===== config.mk =====
export PLATFORM = sky130hd
export DESIGN_NAME = fetchStage
export DESIGN_NICKNAME = d
export VERILOG_FILES = /design/src/design/cpuPkg.sv /design/src/design/fetchStage.sv
export VERILOG_INCLUDE_DIRS = /design/src /design/src/design
export SDC_FILE = /design/constraint.sdc
export NUM_CORES = 2
export LEC_CHECK = 0
export ABC_AREA = 0
export BUFFER_PORTS_ARGS = -buffer_cell sky130_fd_sc_hd__buf_2
export CORE_UTILIZATION = 62
export CTS_CLUSTER_SIZE = 20
export DETAILED_ROUTE_END_ITERATION = 10
export GPL_ROUTABILITY_DRIVEN = 0
export PLACE_DENSITY = 0.87
export REMOVE_ABC_BUFFERS = 1
export SETUP_SLACK_MARGIN = 0.02
export SYNTH_ARGS = -nofsm -noshare
export SYNTH_HDL_FRONTEND = slang
export SYNTH_SLANG_ARGS = --single-unit

===== constraint.sdc =====
create_clock -name clk -period 2.76 [get_ports clk]
set_input_delay 0.276 -clock clk [delete_from_list [all_inputs] [get_ports clk]]
set_output_delay 0.276 -clock clk [all_outputs]
set_load 0.01 [all_outputs]

===== src/design/cpu_defines.svh =====
/*
 * CPU sizes, MIPS opcode and function encodings, and ALU control codes
 */
`ifndef CPU_DEFINES_SVH
`define CPU_DEFINES_SVH

`define WORD_WIDTH 32
`define REG_COUNT  32
`define IMEM_DEPTH 64
`define DMEM_DEPTH 64

// Primary opcodes, instruction bits 31:26
`define OP_RTYPE 6'b000000
`define OP_ADDI  6'b001000
`define OP_LW    6'b100011
`define OP_SW    6'b101011
`define OP_BEQ   6'b000100
`define OP_BNE   6'b000101
`define OP_BGTZ  6'b000111

// R-type function field, bits 5:0
`define FN_ADD  6'b100000
`define FN_ADDU 6'b100001
`define FN_SUB  6'b100010
`define FN_SUBU 6'b100011
`define FN_AND  6'b100100
`define FN_OR   6'b100101
`define FN_SLL  6'b000000
`define FN_SLT  6'b101010
`define FN_SLTU 6'b101011

// ALU control, code 4 left free
`define ALU_AND  3'd0
`define ALU_OR   3'd1
`define ALU_ADD  3'd2
`define ALU_SLT  3'd3
`define ALU_SLL  3'd5
`define ALU_SUB  3'd6
`define ALU_SLTU 3'd7

`endif


===== src/design/cpuPkg.sv =====
/*
 * CPU types shared by the pipeline stages and the testbench
 */
`include "cpu_defines.svh"

package cpuPkg;

	// Data word, also used for instructions and addresses
	typedef logic [`WORD_WIDTH-1:0] word_t;

	typedef logic [$clog2(`REG_COUNT)-1:0] regAddr_t;

	// Word index into instruction memory
	typedef logic [$clog2(`IMEM_DEPTH)-1:0] imemAddr_t;

	typedef logic [2:0] aluCtrl_t;

	// Branch condition tested in execute
	typedef logic [1:0] branchKind_t;

	localparam branchKind_t branchNone = 2'd0;
	localparam branchKind_t branchEq   = 2'd1;
	localparam branchKind_t branchNe   = 2'd2;
	localparam branchKind_t branchGtz  = 2'd3;

endpackage


===== src/design/fetchStage.sv =====
/*
 * Fetch stage: program counter, instruction memory with its load port,
 * and the fetch/decode register
 */
`timescale 1ns/100ps
`include "cpu_defines.svh"

module fetchStage import cpuPkg::*; (
	input  logic      clk,
	input  logic      rstN,
	input  logic      run,
	input  logic      branchTaken,
	input  word_t     branchTarget,
	input  logic      imemWrEn,
	input  imemAddr_t imemAddr,
	input  word_t     imemWrData,
	output logic      fetchValid,
	output word_t     fetchInst,
	output word_t     fetchPcPlus4
);
	localparam int idxWidth = $bits(imemAddr_t);

	word_t imem [`IMEM_DEPTH];
	word_t pc;
	word_t pcPlus4;
	imemAddr_t pcIdx;

	assign pcPlus4 = pc + 4;
	// Word index, byte offset dropped
	assign pcIdx = pc[idxWidth+1:2];

	// Program load port
	always_ff @(posedge clk) begin
		if (imemWrEn) begin
			imem[imemAddr] <= imemWrData;
		end
	end

	always_ff @(posedge clk or negedge rstN) begin
		if (!rstN) begin
			pc <= '0;
			fetchValid <= 1'b0;
		end else if (!run) begin
			// Held at address zero until started
			pc <= '0;
			fetchValid <= 1'b0;
		end else begin
			pc <= branchTaken ? branchTarget : pcPlus4;
			// Younger instruction behind a taken branch is dropped
			fetchValid <= !branchTaken;
		end
	end

	// Fetch/decode payload
	always_ff @(posedge clk) begin
		fetchInst <= imem[pcIdx];
		fetchPcPlus4 <= pcPlus4;
	end

endmodule


==> results by group <==
Run status
  – Status: complete, but fails checks
  – Violated checks: setup timing

Clock network
  – CTS clk-pin slew, worst paths: roughly 70 ps
  – Root Driver: clkbuf_16
  – Clock Sinks: between 2000 and 2500
  – H-tree levels: 4
  – Worst skew pair latency: roughly 860 ps
  – TritonCTS clock tree: yes
  – CTS Buf Count: around 200
  – Max Root-Sink Buffers: 3

Synthesis
  – Ys flop type: edfxtp_1
  – Post-synth ARST share: between 1.5 and 2%
  – Synth top area share: between 70 and 80%
  – Post-synthesis sequential area ratio: 78.4%
  – Netlist cell types: just over 60
  – Avg Cell Area, Syn: roughly 22 um2
  – Largest cells by area after synthesis: edfxtp_1 76%, mux4_2 13%, dfxtp_1 1.6%
  – Synth warnings: 0
  – Post-synthesis register bit count: between 2000 and 2500
  – Yosys top cell by area: edfxtp_1
  – Post-synth EDFFs: 2048
  – Synth Cell Area: ~80000 um2
  – Gate Count Post-Synth: about 3700

Critical path
  – Crit Path Class: flop to flop
  – Crit. End Element: flop
  – Worst Setup SP: pc[2]$_DFF_PN0_
  – Worst EP required: around 3500 ps
  – Worst flop-to-flop path endpoint: fetchInst[11]$_DFF_P_
  – CP Data Arrival Time: between 3000 and 4000 ps
  – Reg2reg start: pc[2]$_DFF_PN0_
  – Critical path fanouts, max: 23
  – Setup crit end: fetchInst[11]$_DFF_P_
  – CP startpoint kind: flop
  – FF-to-FF path depth: 8
  – Flop2flop setup slack: -140 ps

Placed design
  – Dpl hpwl: 128 mm
  – Port buffer count: 139
  – Area post-placement: 86600 um2
  – Post-placement worst setup slack: -648 ps

Routing
  – Via Count: roughly 47000
  – Drt via density: roughly 7.7
  – Initial DRC count: roughly 9500
  – Routed len/inst: around 43 um
  – DR DRC count: 0
  – Routed Antenna Nets: 0
  – DRT Wirelength: 260 mm
  – DRT Pass-1 Iters: 8

Power and ir drop
  – Sequential Power Share: about 53%
  – Internal power: roughly 53 mW
  – Pwr dens: roughly 730 nW/um2
  – Logic pwr share: roughly 7.3%
  – Switching share of power: a little under a quarter
  – Clock Power Share: about two fifths
  – Pleak: 29.9 nW
  – Max VDD drop: about 0.64 mV
  – Sw Pwr: around 16 mW

GRT
  – First-pass GRT wire length: approximately 360 mm
  – Initial antenna violation count: 13
  – Number of global-route vias before repair: between 40000 and 50000
  – Pin count of the biggest net entering global routing: 65
  – GRT Total Usage: about two fifths
  – Total congestion overflow: 0

Floorplan
  – Row cnt: roughly 130
  – DIE WIDTH: approximately 360 um
  – Initial core utilization: approximately 63%
  – Full die area: between 100000 and 150000 um2
  – CORE AREA: 130000 um2
  – I/O Pins: 140
  – Die Ht: between 300 and 400 um

Timing
  – Final Hold Fails: 0
  – Slack of the critical path: -138 ps
  – Fmax: between 300 and 400 MHz
  – Relative slew slack: under 10%
  – Max Slew Vio Count: 0
  – Setup_tns: -388 ps
  – Final Cycle Share: 105%
  – Worst Max-Slew Pin Slew: 1360 ps
  – Final setup fails: 8
  – Clock skew: 52.3 ps
  – Unrepaired setup endpoints after global routing: yes
  – Post-layout min period: 2900 ps
  – Hold WS: 59.1 ps

Final layout
  – Area grow syn2layout: 16.2%
  – Final net count: approximately 4200
  – Finished Cell Area: around 94000 um2
  – Post-layout util: about 73%
  – FILL cells: 6459
  – Share of cells above drive strength 1: around a third

Hold path
  – Hold Crit Class: primary input to flop

Run
  – Max-Cap Viols: 0
cells in the final DEF, fill, tap and decap left out, types with 22 or more instances in the layout:
master,instances
mux4_2,477
nand2_1,55
buf_4,245
dfxtp_1,64
buf_12,71
dfrtp_1,27
a22oi_1,121
clkbuf_16,200
mux2i_1,87
dlygate4sd3_1,52
nand3_1,22
nor2_4,64
o22ai_1,27
o21ai_0,40
nor2_1,33
clkinv_1,32
clkinv_2,36
clkbuf_1,45
a21oi_1,57
edfxtp_1,2048
buf_2,139
worst max-delay path, stage by stage (launching register included):
cell,delay (ps)
dfrtp_4,450
buf_4,150
buf_12,230
buf_12,260
mux4_2,580
a2111oi_4,670
buf_4,220
a311oi_1,50
buf_4,150
flip-flops by register name (all words and copies together) (netlist names):
register and count:
fetchValid 1, imem 2048, fetchInst 32, fetchPcPlus4 32, pc 32
repair_timing:
| item | CTS | global route |
|---|---|---|
| pin swaps | 3 | 5 |
| gates cloned | 4 | 2 |
| buffers inserted | 9 | 14 |
| hold endpoints to repair | 182 | 0 |
| gates resized for setup | 39 | 46 |
| hold buffers | 52 | 0 |
| endpoints found under the setup margin | 26 | 34 |
cell families after synthesis:
family | after synthesis | share of synthesized area, %
flip-flops | 2145 | 78.4
AO/OA/AOI/OAI | 408 | 3.62
AND/OR/NAND/NOR | 284 | 1.70
XOR/XNOR | 28 | 0.302
buffers and inverters | 211 | 1.46
multiplexers | 575 | 14.5
adder cells (fa/ha/maj) | 1 | 0.0154
metrics by stage:
stage               total power, mW  instances
global placement               41.1       5637
detailed placement             41.3       5637
floorplan                      40.8       3445
finish                         69.1       6080
global route                   70.1       6075
CTS                            68.4       6056
cell type report:
type | instances | area, um2 | share of cell area, %
sequential | 2145 | 63600 | 67.5
multi-input combinational | 1296 | 17100 | 18.2
clock buffer | 254 | 5280 | 5.60
timing repair buffer | 531 | 5020 | 5.32
tap | 1742 | 2180 | 2.31
clock inverter | 100 | 1030 | 1.09
antenna | 8 | 20.0 | 0.0212
inverter | 4 | 15.0 | 0.0159
routing by layer:
metal	part of all wire, %	vias up	track usage [%]
met5	0.028	-	0
met4	8.4	14	26.0
met3	16	1455	12.3
met2	47	5553	61.6
met1	29	23109	47.7
li1	-	16506	-
worst min-delay path by stage:
stage	slack (ps)	cells past startpoint	endpoint	from
3_3_place_gp	350	0	fetchPcPlus4[0]$_DFF_P_	pc[0]$_DFFE_PN0N_
6_report	60	1	imem[31][15]$_DFFE_PP_	imemWrData[15]
2_1_floorplan	-20	0	fetchValid$_DFF_PN0_	rstN
3_5_place_dp	370	0	fetchPcPlus4[0]$_DFF_P_	pc[0]$_DFFE_PN0N_
4_1_cts	3	1	imem[55][15]$_DFFE_PP_	imemWrData[15]
5_1_grt	30	1	imem[26][15]$_DFFE_PP_	imemWrData[15]
cell usage after synthesis, types with 5 or more instances:
cell type  instances
dfrtp_1           33
o211a_1            5
o21ba_2           16
mux2_2            11
a22oi_1          134
edfxtp_1        2048
buf_4             40
nand3_1           24
a221oi_1          16
o22a_1             8
buf_6             20
mux2i_1           87
xnor2_1           15
o221ai_1           7
a32o_1             7
a211oi_1          11
o31ai_1           12
nand2_1           55
o21ai_0           41
buf_1             14
and2_1             6
nor2_1           100
a22o_1            15
a21oi_1           60
buf_2             48
clkbuf_1          82
nor2b_1           17
nand4_1           10
a21boi_0           6
a2111oi_0          8
mux4_2           477
and3_1             5
xor2_1            13
and4_1             6
o21a_1             9
nor3_1            18
o22ai_1           28
nand2b_1          21
dfxtp_1           64
a311oi_1           7
power by group through the flow:
stage | logic (mW) | clock network (mW) | registers (mW)
CTS | 4.73 | 27.4 | 36.3
global placement | 4.16 | 0 | 36.9
finish | 5.07 | 27.8 | 36.3
floorplan | 3.55 | 0 | 37.3
global route | 5.13 | 28.7 | 36.3
detailed placement | 4.36 | 0 | 37.0
Power figures use the tool's default switching activity.
